==> src/clk_cfg_pkg.sv <==
`default_nettype none

package clk_cfg_pkg;

  // widths of the config port and its fields
  localparam int unsigned ADDR_W   = 5;
  localparam int unsigned DATA_W   = 32;
  localparam int unsigned DIV_W    = 8;
  localparam int unsigned SETTLE_W = 16;

  // register map, any address not listed reads zero and drops writes
  typedef enum logic [ADDR_W-1:0] {
    ADDR_CTRL   = 5'd0,  // bit 0 enables the channel
    ADDR_DIV    = 5'd1,  // half period minus one, in clk cycles
    ADDR_STATUS = 5'd2,  // read only, {state, lock}
    ADDR_SETTLE = 5'd3   // cycles the channel waits before it reports lock
  } cfg_addr_e;

  // divide values each domain comes out of reset with
  localparam logic [DIV_W-1:0] SOC_DIV_RST     = 8'd1;
  localparam logic [DIV_W-1:0] PER_DIV_RST     = 8'd3;
  localparam logic [DIV_W-1:0] CLUSTER_DIV_RST = 8'd0;

  // settle counts after reset
  localparam logic [SETTLE_W-1:0] SOC_SETTLE_RST     = 16'd20;
  localparam logic [SETTLE_W-1:0] PER_SETTLE_RST     = 16'd12;
  localparam logic [SETTLE_W-1:0] CLUSTER_SETTLE_RST = 16'd30;

endpackage

`default_nettype wire

==> src/clk_ctrl_pkg.sv <==
`default_nettype none

package clk_ctrl_pkg;

  // width of the lock state as it shows up in the status register
  localparam int unsigned STATE_W = 2;

  // lock state of one clock channel
  typedef enum logic [STATE_W-1:0] {
    ST_OFF    = 2'd0,  // channel disabled, clock held low
    ST_SETTLE = 2'd1,  // new setting applied, waiting for the timer
    ST_LOCKED = 2'd2   // divider running
  } lock_state_e;

  // domain clock rising edges seen after lock before a domain reset lets go
  localparam int unsigned RST_EDGES_DEFAULT = 4;

endpackage

`default_nettype wire

==> src/cfg_regfile.sv <==
`default_nettype none

module cfg_regfile #(
  parameter logic [clk_cfg_pkg::DIV_W-1:0]    DIV_RESET    = clk_cfg_pkg::SOC_DIV_RST,
  parameter logic [clk_cfg_pkg::SETTLE_W-1:0] SETTLE_RESET = clk_cfg_pkg::SOC_SETTLE_RST
) (
  input  wire logic                              clk,
  input  wire logic                              reset_i,
  input  wire logic                              req_i,
  input  wire logic                              wrn_i,
  input  wire logic [clk_cfg_pkg::ADDR_W-1:0]    add_i,
  input  wire logic [clk_cfg_pkg::DATA_W-1:0]    data_i,
  input  wire logic                              lock_i,
  input  wire clk_ctrl_pkg::lock_state_e         state_i,
  output logic                                   ack_o,
  output logic      [clk_cfg_pkg::DATA_W-1:0]    r_data_o,
  output logic                                   enable_o,
  output logic      [clk_cfg_pkg::DIV_W-1:0]     div_o,
  output logic      [clk_cfg_pkg::SETTLE_W-1:0]  settle_o,
  output logic                                   relock_o
);

  logic                             enable_q;
  logic [clk_cfg_pkg::DIV_W-1:0]    div_q;
  logic [clk_cfg_pkg::SETTLE_W-1:0] settle_q;
  logic [clk_cfg_pkg::DATA_W-1:0]   rdata_d;
  logic [clk_cfg_pkg::DATA_W-1:0]   rdata_q;
  logic                             ack_q;
  logic                             relock_q;
  logic                             wr_en;

  assign wr_en = req_i && wrn_i;  // wrn high means write on this port

  // fields are written on the req cycle so the ack cycle already sees them
  always_ff @(posedge clk) begin
    if (reset_i) begin
      enable_q <= 1'b1;
      div_q    <= DIV_RESET;
      settle_q <= SETTLE_RESET;
    end else if (wr_en) begin
      case (clk_cfg_pkg::cfg_addr_e'(add_i))
        clk_cfg_pkg::ADDR_CTRL:   enable_q <= data_i[0];
        clk_cfg_pkg::ADDR_DIV:    div_q    <= data_i[clk_cfg_pkg::DIV_W-1:0];
        clk_cfg_pkg::ADDR_SETTLE: settle_q <= data_i[clk_cfg_pkg::SETTLE_W-1:0];
        default: ;  // status is read only
      endcase
    end
  end

  always_comb begin
    rdata_d = '0;
    case (clk_cfg_pkg::cfg_addr_e'(add_i))
      clk_cfg_pkg::ADDR_CTRL:   rdata_d[0] = enable_q;
      clk_cfg_pkg::ADDR_DIV:    rdata_d[clk_cfg_pkg::DIV_W-1:0] = div_q;
      clk_cfg_pkg::ADDR_STATUS: rdata_d[clk_ctrl_pkg::STATE_W:0] = {state_i, lock_i};
      clk_cfg_pkg::ADDR_SETTLE: rdata_d[clk_cfg_pkg::SETTLE_W-1:0] = settle_q;
      default:                  rdata_d = '0;
    endcase
  end

  // a new divide or a ctrl write both restart the settle sequence
  always_ff @(posedge clk) begin
    if (reset_i) begin
      ack_q    <= 1'b0;
      relock_q <= 1'b0;
      rdata_q  <= '0;
    end else begin
      ack_q    <= req_i;
      relock_q <= wr_en && (add_i == clk_cfg_pkg::ADDR_CTRL || add_i == clk_cfg_pkg::ADDR_DIV);
      if (req_i && !wrn_i) begin
        rdata_q <= rdata_d;  // held until the next read
      end
    end
  end

  assign ack_o    = ack_q;
  assign r_data_o = rdata_q;
  assign relock_o = relock_q;
  assign enable_o = enable_q;
  assign div_o    = div_q;
  assign settle_o = settle_q;

endmodule

`default_nettype wire

==> src/clk_channel.sv <==
`default_nettype none

module clk_channel #(
  parameter logic [clk_cfg_pkg::DIV_W-1:0]    DIV_RESET    = clk_cfg_pkg::SOC_DIV_RST,
  parameter logic [clk_cfg_pkg::SETTLE_W-1:0] SETTLE_RESET = clk_cfg_pkg::SOC_SETTLE_RST
) (
  input  wire logic                           clk,
  input  wire logic                           reset_i,
  input  wire logic                           req_i,
  input  wire logic                           wrn_i,
  input  wire logic [clk_cfg_pkg::ADDR_W-1:0] add_i,
  input  wire logic [clk_cfg_pkg::DATA_W-1:0] data_i,
  output logic                                ack_o,
  output logic      [clk_cfg_pkg::DATA_W-1:0] r_data_o,
  output logic                                lock_o,
  output logic                                clk_o,
  output logic                                rise_o
);

  logic                             enable;
  logic [clk_cfg_pkg::DIV_W-1:0]    div;
  logic [clk_cfg_pkg::SETTLE_W-1:0] settle;
  logic                             relock;
  logic                             load;
  logic                             expired;
  logic                             lock;
  clk_ctrl_pkg::lock_state_e        state;

  cfg_regfile #(
    .DIV_RESET   (DIV_RESET),
    .SETTLE_RESET(SETTLE_RESET)
  ) i_regfile (
    .clk     (clk),
    .reset_i (reset_i),
    .req_i   (req_i),
    .wrn_i   (wrn_i),
    .add_i   (add_i),
    .data_i  (data_i),
    .lock_i  (lock),
    .state_i (state),
    .ack_o   (ack_o),
    .r_data_o(r_data_o),
    .enable_o(enable),
    .div_o   (div),
    .settle_o(settle),
    .relock_o(relock)
  );

  // stands in for the loop filter, just waits settle cycles
  settle_timer i_timer (
    .clk      (clk),
    .reset_i  (reset_i),
    .load_i   (load),
    .count_i  (settle),
    .expired_o(expired)
  );

  lock_fsm i_lock_fsm (
    .clk      (clk),
    .reset_i  (reset_i),
    .enable_i (enable),
    .relock_i (relock),
    .expired_i(expired),
    .load_o   (load),
    .lock_o   (lock),
    .state_o  (state)
  );

  clk_divider i_divider (
    .clk    (clk),
    .reset_i(reset_i),
    .run_i  (lock),  // no clock until the channel reports lock
    .div_i  (div),
    .clk_o  (clk_o),
    .rise_o (rise_o)
  );

  assign lock_o = lock;

endmodule

`default_nettype wire

==> src/clk_divider.sv <==
`default_nettype none

module clk_divider (
  input  wire logic                          clk,
  input  wire logic                          reset_i,
  input  wire logic                          run_i,
  input  wire logic [clk_cfg_pkg::DIV_W-1:0] div_i,
  output logic                               clk_o,
  output logic                               rise_o
);

  logic [clk_cfg_pkg::DIV_W-1:0] half_q;
  logic                          clk_q;
  logic                          rise_q;
  logic                          half_done;

  // >= so a smaller divide written mid half period cannot overrun the counter
  assign half_done = (half_q >= div_i);

  always_ff @(posedge clk) begin
    if (reset_i || !run_i) begin
      half_q <= '0;
      clk_q  <= 1'b0;  // output parks low while unlocked
      rise_q <= 1'b0;
    end else begin
      rise_q <= half_done && !clk_q;  // lines up with clk_q going high
      if (half_done) begin
        half_q <= '0;
        clk_q  <= ~clk_q;
      end else begin
        half_q <= half_q + 1'b1;
      end
    end
  end

  assign clk_o  = clk_q;
  assign rise_o = rise_q;

endmodule

`default_nettype wire

==> src/lock_fsm.sv <==
`default_nettype none

module lock_fsm (
  input  wire logic                clk,
  input  wire logic                reset_i,
  input  wire logic                enable_i,
  input  wire logic                relock_i,
  input  wire logic                expired_i,
  output logic                     load_o,
  output logic                     lock_o,
  output clk_ctrl_pkg::lock_state_e state_o
);

  clk_ctrl_pkg::lock_state_e state_q;
  clk_ctrl_pkg::lock_state_e state_d;

  // disable wins over everything, relock restarts the settle from any on state
  always_comb begin
    state_d = state_q;
    load_o  = 1'b0;
    case (state_q)
      clk_ctrl_pkg::ST_OFF: begin
        if (enable_i) begin
          state_d = clk_ctrl_pkg::ST_SETTLE;
          load_o  = 1'b1;
        end
      end
      clk_ctrl_pkg::ST_SETTLE: begin
        if (!enable_i) begin
          state_d = clk_ctrl_pkg::ST_OFF;
        end else if (relock_i) begin
          load_o = 1'b1;  // timer starts over with the current settle value
        end else if (expired_i) begin
          state_d = clk_ctrl_pkg::ST_LOCKED;
        end
      end
      clk_ctrl_pkg::ST_LOCKED: begin
        if (!enable_i) begin
          state_d = clk_ctrl_pkg::ST_OFF;
        end else if (relock_i) begin
          state_d = clk_ctrl_pkg::ST_SETTLE;
          load_o  = 1'b1;
        end
      end
      default: state_d = clk_ctrl_pkg::ST_OFF;
    endcase
  end

  always_ff @(posedge clk) begin
    if (reset_i) begin
      state_q <= clk_ctrl_pkg::ST_SETTLE;  // channels come up enabled
    end else begin
      state_q <= state_d;
    end
  end

  assign lock_o  = (state_q == clk_ctrl_pkg::ST_LOCKED);
  assign state_o = state_q;

endmodule

`default_nettype wire

==> src/reset_sync.sv <==
`default_nettype none

module reset_sync #(
  parameter int unsigned RST_EDGES = clk_ctrl_pkg::RST_EDGES_DEFAULT
) (
  input  wire logic clk,
  input  wire logic reset_i,
  input  wire logic lock_i,
  input  wire logic rise_i,
  output logic      rst_o
);

  localparam int unsigned CNT_W = $clog2(RST_EDGES + 1);

  logic [CNT_W-1:0] cnt_q;

  always_ff @(posedge clk) begin
    if (reset_i || !lock_i) begin
      cnt_q <= '0;  // losing lock starts the count over
    end else if (rise_i && cnt_q != CNT_W'(RST_EDGES)) begin
      cnt_q <= cnt_q + 1'b1;
    end
  end

  // straight from the counter so lock loss shows up on the very next cycle
  assign rst_o = (cnt_q != CNT_W'(RST_EDGES));

endmodule

`default_nettype wire

==> src/settle_timer.sv <==
`default_nettype none

module settle_timer (
  input  wire logic                             clk,
  input  wire logic                             reset_i,
  input  wire logic                             load_i,
  input  wire logic [clk_cfg_pkg::SETTLE_W-1:0] count_i,
  output logic                                  expired_o
);

  logic [clk_cfg_pkg::SETTLE_W-1:0] cnt_q;

  // the channel leaves reset already settling, so reset loads the count as well
  always_ff @(posedge clk) begin
    if (reset_i || load_i) begin
      cnt_q <= count_i;
    end else if (cnt_q != '0) begin
      cnt_q <= cnt_q - 1'b1;  // stops at zero
    end
  end

  // level, stays up until the next load
  assign expired_o = (cnt_q == '0);

endmodule

`default_nettype wire

==> src/soc_clk_rst_gen.sv <==
`default_nettype none

module soc_clk_rst_gen #(
  parameter int unsigned RST_EDGES = clk_ctrl_pkg::RST_EDGES_DEFAULT
) (
  input  wire logic                           clk,
  input  wire logic                           reset_i,

  input  wire logic                           soc_req_i,
  input  wire logic                           soc_wrn_i,
  input  wire logic [clk_cfg_pkg::ADDR_W-1:0] soc_add_i,
  input  wire logic [clk_cfg_pkg::DATA_W-1:0] soc_data_i,
  output logic                                soc_ack_o,
  output logic      [clk_cfg_pkg::DATA_W-1:0] soc_r_data_o,
  output logic                                soc_lock_o,

  input  wire logic                           per_req_i,
  input  wire logic                           per_wrn_i,
  input  wire logic [clk_cfg_pkg::ADDR_W-1:0] per_add_i,
  input  wire logic [clk_cfg_pkg::DATA_W-1:0] per_data_i,
  output logic                                per_ack_o,
  output logic      [clk_cfg_pkg::DATA_W-1:0] per_r_data_o,
  output logic                                per_lock_o,

  input  wire logic                           cluster_req_i,
  input  wire logic                           cluster_wrn_i,
  input  wire logic [clk_cfg_pkg::ADDR_W-1:0] cluster_add_i,
  input  wire logic [clk_cfg_pkg::DATA_W-1:0] cluster_data_i,
  output logic                                cluster_ack_o,
  output logic      [clk_cfg_pkg::DATA_W-1:0] cluster_r_data_o,
  output logic                                cluster_lock_o,

  output logic                                clk_soc_o,
  output logic                                clk_per_o,
  output logic                                clk_cluster_o,
  output logic                                rst_soc_o,
  output logic                                rst_cluster_o
);

  logic soc_rise;
  logic cluster_rise;

  clk_channel #(
    .DIV_RESET   (clk_cfg_pkg::SOC_DIV_RST),
    .SETTLE_RESET(clk_cfg_pkg::SOC_SETTLE_RST)
  ) i_soc_channel (
    .clk     (clk),
    .reset_i (reset_i),
    .req_i   (soc_req_i),
    .wrn_i   (soc_wrn_i),
    .add_i   (soc_add_i),
    .data_i  (soc_data_i),
    .ack_o   (soc_ack_o),
    .r_data_o(soc_r_data_o),
    .lock_o  (soc_lock_o),
    .clk_o   (clk_soc_o),
    .rise_o  (soc_rise)
  );

  // peripheral domain has no reset of its own, it runs under the soc reset
  clk_channel #(
    .DIV_RESET   (clk_cfg_pkg::PER_DIV_RST),
    .SETTLE_RESET(clk_cfg_pkg::PER_SETTLE_RST)
  ) i_per_channel (
    .clk     (clk),
    .reset_i (reset_i),
    .req_i   (per_req_i),
    .wrn_i   (per_wrn_i),
    .add_i   (per_add_i),
    .data_i  (per_data_i),
    .ack_o   (per_ack_o),
    .r_data_o(per_r_data_o),
    .lock_o  (per_lock_o),
    .clk_o   (clk_per_o),
    .rise_o  ()
  );

  clk_channel #(
    .DIV_RESET   (clk_cfg_pkg::CLUSTER_DIV_RST),
    .SETTLE_RESET(clk_cfg_pkg::CLUSTER_SETTLE_RST)
  ) i_cluster_channel (
    .clk     (clk),
    .reset_i (reset_i),
    .req_i   (cluster_req_i),
    .wrn_i   (cluster_wrn_i),
    .add_i   (cluster_add_i),
    .data_i  (cluster_data_i),
    .ack_o   (cluster_ack_o),
    .r_data_o(cluster_r_data_o),
    .lock_o  (cluster_lock_o),
    .clk_o   (clk_cluster_o),
    .rise_o  (cluster_rise)
  );

  reset_sync #(
    .RST_EDGES(RST_EDGES)
  ) i_soc_rst (
    .clk    (clk),
    .reset_i(reset_i),
    .lock_i (soc_lock_o),
    .rise_i (soc_rise),
    .rst_o  (rst_soc_o)
  );

  reset_sync #(
    .RST_EDGES(RST_EDGES)
  ) i_cluster_rst (
    .clk    (clk),
    .reset_i(reset_i),
    .lock_i (cluster_lock_o),
    .rise_i (cluster_rise),
    .rst_o  (rst_cluster_o)
  );

endmodule

`default_nettype wire
==> config.mk <==
export PLATFORM = sky130hd
export DESIGN_NAME = soc_clk_rst_gen
export DESIGN_NICKNAME = d
export VERILOG_FILES = /design/src/clk_cfg_pkg.sv /design/src/clk_ctrl_pkg.sv /design/src/cfg_regfile.sv /design/src/clk_channel.sv /design/src/clk_divider.sv /design/src/lock_fsm.sv /design/src/reset_sync.sv /design/src/settle_timer.sv /design/src/soc_clk_rst_gen.sv
export SDC_FILE = /design/constraint.sdc
export NUM_CORES = 1
export LEC_CHECK = 0
export BUFFER_PORTS_ARGS = -buffer_cell sky130_fd_sc_hd__buf_4
export CAP_MARGIN = 30
export CELL_PAD_IN_SITES_DETAIL_PLACEMENT = 2
export CELL_PAD_IN_SITES_GLOBAL_PLACEMENT = 2
export CORE_MARGIN = 2
export CORE_UTILIZATION = 29
export DETAILED_ROUTE_END_ITERATION = 6
export GPL_TIMING_DRIVEN = 1
export PLACE_DENSITY = 0.72
export SLEW_MARGIN = 20
export SYNTH_ARGS = -nofsm -noshare
export SYNTH_HDL_FRONTEND = slang
export SYNTH_SLANG_ARGS = --single-unit
==> constraint.sdc <==
create_clock -name clk -period 2.18 [get_ports clk]
set_input_delay 0.218 -clock clk [delete_from_list [all_inputs] [get_ports clk]]
set_output_delay 0.218 -clock clk [all_outputs]
set_load 0.02 [all_outputs]
# Word-level counts from Yosys, hierarchy flattened

Cells that the tools add are included.

$add $sub $neg: 8
Multiply operators: 0
Divide/modulo/power cells: 0
Order comparisons: 3
Eq/ne operators: 29
Shift operators: 0
Muxes and demuxes: 51
Bitwise gates (word level): 3
Reduce and logical (&&, ||, !) cells: 63

Operator list:

| kind                                                                 | count |
|---|---|
| 16-bit 2-to-1 mux                                                    | 6 |
| 16-bit zero test                                                     | 3 |
| 16-bit nonzero test                                                  | 3 |
| 16-bit by 1-bit subtractor with 16-bit output, second input constant | 3 |
| 2-bit 2-to-1 mux                                                     | 18 |
| 2-bit case mux with 3 select lines                                   | 6 |
| 5-bit by 2-bit == test with 1-bit output, second input constant      | 6 |
| 5-bit case mux with 2 select lines                                   | 3 |
| 8-bit by 1-bit adder with 8-bit output, second input constant        | 3 |
| 8-bit greater-or-equal comparator                                    | 3 |
| 8-bit 2-to-1 mux                                                     | 3 |
| 3-bit by 2-bit != test with 1-bit output, second input constant      | 6 |
| 2-bit AND reduction                                                  | 9 |
| 5-bit by 1-bit == test with 1-bit output, second input constant      | 3 |
| 5-bit zero test                                                      | 3 |
| 3-bit != test, second input constant                                 | 5 |
| 1-bit logical AND                                                    | 13 |
| 1-bit case mux with 4 select lines                                   | 3 |
| 4-bit AND reduction                                                  | 3 |
| 2-bit OR reduction                                                   | 6 |
| 1-bit logical OR                                                     | 9 |
| 1-bit 2-to-1 mux                                                     | 9 |
| 1-bit zero test                                                      | 8 |
| 3-bit by 1-bit adder with 3-bit output, second input constant        | 2 |
| other kinds (7)                                                      | 21 |

Bits in registers: 218
Latch bits: 0
RAM bits: 0
Bits in read-only memories: 0
Bits of input ports: 119
Logic and storage cells: 191
Memories kept: 0

# Depth between registers and ports, before layout

Depth in word-level cells: 5
Mapped depth: 8
Mapped depth without buffers: 7

# Cells and area by module

Synthesis repeated with hierarchy kept, for this count alone.

Cells, all modules: 1246
Area total of the unflattened synthesis: 11574.9 µm²

By module, submodules not included:

| module                                       | times used | cells each | area each (µm²) | seq. area each (µm²) |
|---|---|---|---|---|
| clk_divider                                  | 3          | 76         | 665.6           | 200.2 |
| cfg_regfile (i_cluster_channel.i_regfile)    | 1          | 211        | 1920.6          | 860.8 |
| cfg_regfile (i_per_channel.i_regfile)        | 1          | 211        | 1909.3          | 860.8 |
| cfg_regfile (i_soc_channel.i_regfile)        | 1          | 210        | 1904.3          | 860.8 |
| settle_timer (i_cluster_channel.i_timer ...) | 2          | 92         | 945.9           | 480.5 |
| settle_timer (i_soc_channel.i_timer)         | 1          | 94         | 969.7           | 480.5 |
| lock_fsm                                     | 3          | 24         | 203.9           | 40.0 |
| reset_sync                                   | 2          | 18         | 185.2           | 60.1 |

# Worst setup path after synthesis

Ideal clock, no wire load.

Path kind: register -> register
Start point: register i_per_channel.i_timer.cnt_q[0] (netlist bit)
End point: register i_per_channel.i_timer.cnt_q[0] (netlist bit) (enable)
Library setup time: 417 ps
Data arrival time: 1932 ps
Required time: 1763 ps
Slack: -168 ps
Stages on the path, launching flop included: 6
Period minus slack after synthesis: 2348 ps
Path through: edfxtp_1 -> inv_1 -> ha_1 -> or3b_2 -> nor4_4 -> nand3_1

Cells in the longest elaborated chain, start to end: 2

RTL lines:

| item                         | RTL line           | RTL |
|---|---|---|
| start, declared              | settle_timer.sv:11 | `logic [clk_cfg_pkg::SETTLE_W-1:0] cnt_q;` |
| start signal, assigned       | settle_timer.sv:16 | `cnt_q <= count_i;` |
| start signal, assigned       | settle_timer.sv:18 | `cnt_q <= cnt_q - 1'b1;` |
| 16-bit nonzero test          | settle_timer.sv:17 | `end else if (cnt_q != '0) begin` |
| 2-bit nonzero test (no line) | n/a                |  |

No other way between the ends.
A chain may end at the register's enable or synchronous reset.

# Worst setup path after layout

Start point: register i_per_channel.i_timer.cnt_q[0] (netlist bit)
End point: register i_per_channel.i_timer.cnt_q[15] (netlist bit), data pin

Cells in the longest elaborated chain, start to end: 3

RTL lines:

| item                                          | RTL line           | RTL |
|---|---|---|
| 16-bit by 1-bit subtractor with 16-bit output | settle_timer.sv:18 |  |
| 16-bit 2-to-1 mux                             | settle_timer.sv:17 |  |
| 16-bit 2-to-1 mux                             | settle_timer.sv:15 | `if (reset_i \|\| load_i) begin` |

No other way between the ends. The select of a mux whose other input is x is not followed.

==> impl_results.md <==
- Status: finished, violations left
- Violated checks: setup timing
- Cells after synthesis: 1187
- Nets: 1578
- Area grow syn2layout: 31.2%
- Worst skew pair latency: ~0.56 ns
- Dpl hpwl: around 22000 microns
- Sink Count: about 220
- Cell count after placement: approximately 1800
- Synth Cell Area: approximately 0.010 sq mm
- Fmax: 451 MHz
- Unrepaired setup endpoints after global routing: true
- Critical path fanouts, max: 3
- Total power: 10.1 mW
- Pleak: about 5.6 nW
- Root Buffer Master: clkbuf_16
- Final Hold Vio Count: 0
- First-pass GRT wire length: 52300 microns
- IO Pins: roughly 230
- Fin crit share: 1.02
- Post-synth top flop: dfxtp_1
- Die Width: 194 microns
- Post-synth cell types: 58
- Setup violators final: 2
- Inserted Clock Buffers: 27
- FFs w/ async S/R, synth: 0
- FF+latch count, synth: 218
- Crit path time final: 2.22 ns
- Starting DRT DRC Count: approximately 300
- Setup Skew: ~0.026 ns
- Critical Path Sink Type: register
- Max Cap Viol: 0
- Std cell rows: 69
- N_diodes: 0
- Via count: about 9100
- Hold Path Class: primary input to register
- GRT Util Overall: 0.167
- Final wirelength: 32200 microns
- Fin util: 0.387
- Startpoint Class: register
- GRT overflow: 0
- TritonRoute pass-1 iters: 6
- Initial antenna violation count: 1
- Longest Clk Path Bufs: 3
- PD cells: approximately 730 mW/mm^2
- Share of cells above drive strength 1: 0.202
- TritonCTS clock tree: done
- Largest net degree at the start of global routing: 56
- Number of global-route vias before repair: slightly below 10000
- Clock-pin transition on the worst setup and hold timing paths: around 0.06 ns
- Post-synth EDFFs: 48
- Via/cell ratio: ~4.8
- Die Y: roughly 190 microns
- Synthesis Warnings: 0
- Seq/Total Area, Yosys: 0.462
- Core area: approximately 0.036 sq mm
- Routed Antenna Nets: 0
- Routed wire per std cell: roughly 17 microns
- Worst slew pin tran: about 0.64 ns
- IO Port Bufs: 129
- CP arrival: about 2.5 ns
- Synth Area per Inst: approximately 9 sq um
- Post-Layout Cell Count: 1895
- Slew HR: 0.574
- GP Congestion: around 0.76
- Worst hold margin: 0.0364 ns
- Initial core utilization: 0.295
- Final WS setup: -0.0384 ns
- Critical path class: register to register
- DR DRC count: 0
- Post-route cell area: between 0.01 and 0.015 sq mm
- Critical Path RT: 2.49 ns
- H-Tree Level Count: 1
- Final Max Slew Viols: 0
- Die ar.: approximately 0.038 sq mm
- Filler cells: 3989
- Peak supply drop: 559 uV
- Placed Area: 0.0122 sq mm
layout by cell type (no fill, tap or decap), types with 4 or more instances in the layout:
cell type      instances
ha_1                  44
clkbuf_1               5
nand3_1               23
nand2b_1               4
nor4_1                 5
clkbuf_16             29
inv_1                 53
nor2b_1               11
a21oi_1               93
nand2_1              142
clkinv_2               7
dfxtp_1              170
or4_4                  5
o31ai_1                5
a22oi_1               42
conb_1                48
edfxtp_1              48
o21ai_0               22
and2_1                 6
or3_1                 11
nand3b_1               9
buf_4                200
xnor2_1               30
and3_1                 9
or4_1                  4
nor2_1               189
nor3_1                14
nand3_2                4
mux2i_1               27
dlygate4sd3_1         51
a22o_1                 6
a211oi_1               4
a21o_1                 6
nand4_1                6
xor2_1                30
a31oi_1                9
registers in the layout, summed over array words and instances, names as in the netlist, 16 cells and up:
register                              cells
i_per_channel.i_regfile.r_data_o         16
i_soc_channel.i_regfile.settle_o         16
i_cluster_channel.i_timer.cnt_q          16
i_per_channel.i_timer.cnt_q              16
i_cluster_channel.i_regfile.settle_o     16
i_soc_channel.i_regfile.r_data_o         16
i_soc_channel.i_timer.cnt_q              16
i_cluster_channel.i_regfile.r_data_o     16
i_per_channel.i_regfile.settle_o         16
synthesized netlist by cell type, types with 7 or more instances:
| master | n | area share |
|---|---|---|
| a22oi_1 | 42 | 0.030 |
| edfxtp_1 | 48 | 0.14 |
| xnor2_1 | 30 | 0.025 |
| nand2_1 | 142 | 0.051 |
| buf_4 | 48 | 0.034 |
| clkbuf_1 | 51 | 0.018 |
| xor2_1 | 30 | 0.025 |
| ha_1 | 46 | 0.055 |
| a21oi_1 | 95 | 0.045 |
| dfxtp_1 | 170 | 0.32 |
| o21ai_0 | 22 | 0.011 |
| nor2b_1 | 11 | 0.0066 |
| nor3_1 | 15 | 0.0072 |
| mux2i_1 | 27 | 0.026 |
| or3_1 | 13 | 0.0078 |
| nand3b_1 | 9 | 0.0064 |
| inv_1 | 53 | 0.019 |
| a31oi_1 | 9 | 0.0054 |
| and3_1 | 9 | 0.0054 |
| nand3_1 | 28 | 0.013 |
| nor4_1 | 7 | 0.0042 |
| or4_1 | 7 | 0.0050 |
| nor2_1 | 192 | 0.069 |
critical path: stages (launching register included):
cell	delay (ns)
edfxtp_1	0.38
buf_4	0.15
or4_4	0.54
or4_4	0.48
nor4_4	0.17
xnor2_1	0.17
a21oi_2	0.08
cells by family after synthesis:
group	after synthesis	synth area share
AOI/OAI and AO/OA	209	0.123
buffers and inverters	156	0.0733
DFF	218	0.462
adders and majority gates	46	0.0549
and+or+nand+nor	467	0.204
muxes	30	0.0322
xor gates and xnor gates	60	0.0501
other	1	0.000358
per-layer routing:
layer	GRT usage	vias up	part of all wire
met5	0	-	0
met4	0.0432	0	0.018
met3	0.0214	35	0.031
met2	0.311	129	0.52
met1	0.202	4526	0.43
li1	-	4417	-
metrics by stage:
step	setup TNS [ns]	setup WS (ns)
floorplan	0	0.00431
global placement	0	0.00348
detailed placement	-0.0673	-0.0673
CTS	-0.0606	-0.0337
global route	-1.62	-0.110
finish	-0.0436	-0.0384
repair_timing:
action / 4_1_cts / 5_1_grt
resized for setup: 4 / 20
hold endpoints to repair: 75 / 0
gates cloned: 0 / 1
endpoints found under the setup margin: 6 / 40
hold buffers: 51 / 0
buffers inserted: 2 / 6
pin swaps: 2 / 10
cell type report:
| cell class | instances | area (sq um) | area share |
|---|---|---|---|
| inverters | 53 | 199 | 0.0145 |
| repair buffers | 253 | 2060 | 0.149 |
| flip-flops and latches | 218 | 4840 | 0.352 |
| multi-input cells | 860 | 5200 | 0.378 |
| clock buffers | 35 | 747 | 0.0543 |
| well taps | 461 | 577 | 0.0419 |
| clock inverters | 15 | 131 | 0.00955 |
path summary, 6_finish.rpt:
kind	startpoint	to	slack [ns]	cells past startpoint
setup / recovery	i_per_channel.i_timer.cnt_q[0]	i_per_channel.i_timer.cnt_q[15]	-0.04	6
hold / removal	per_add_i[0]	i_per_channel.i_regfile.enable_o	0.04	2
setup reg to reg	i_per_channel.i_timer.cnt_q[0]	i_per_channel.i_timer.cnt_q[15]	-0.04	6
hold reg to reg	i_soc_channel.i_divider.clk_o	i_soc_channel.i_divider.rise_o	0.48	1
power breakdown:
group	switching, mW	internal, mW
combinational	0.616	0.515
sequential	0.146	4.31
clock	1.85	2.65
total	2.61	7.47
Power figures use the tool's default switching activity.
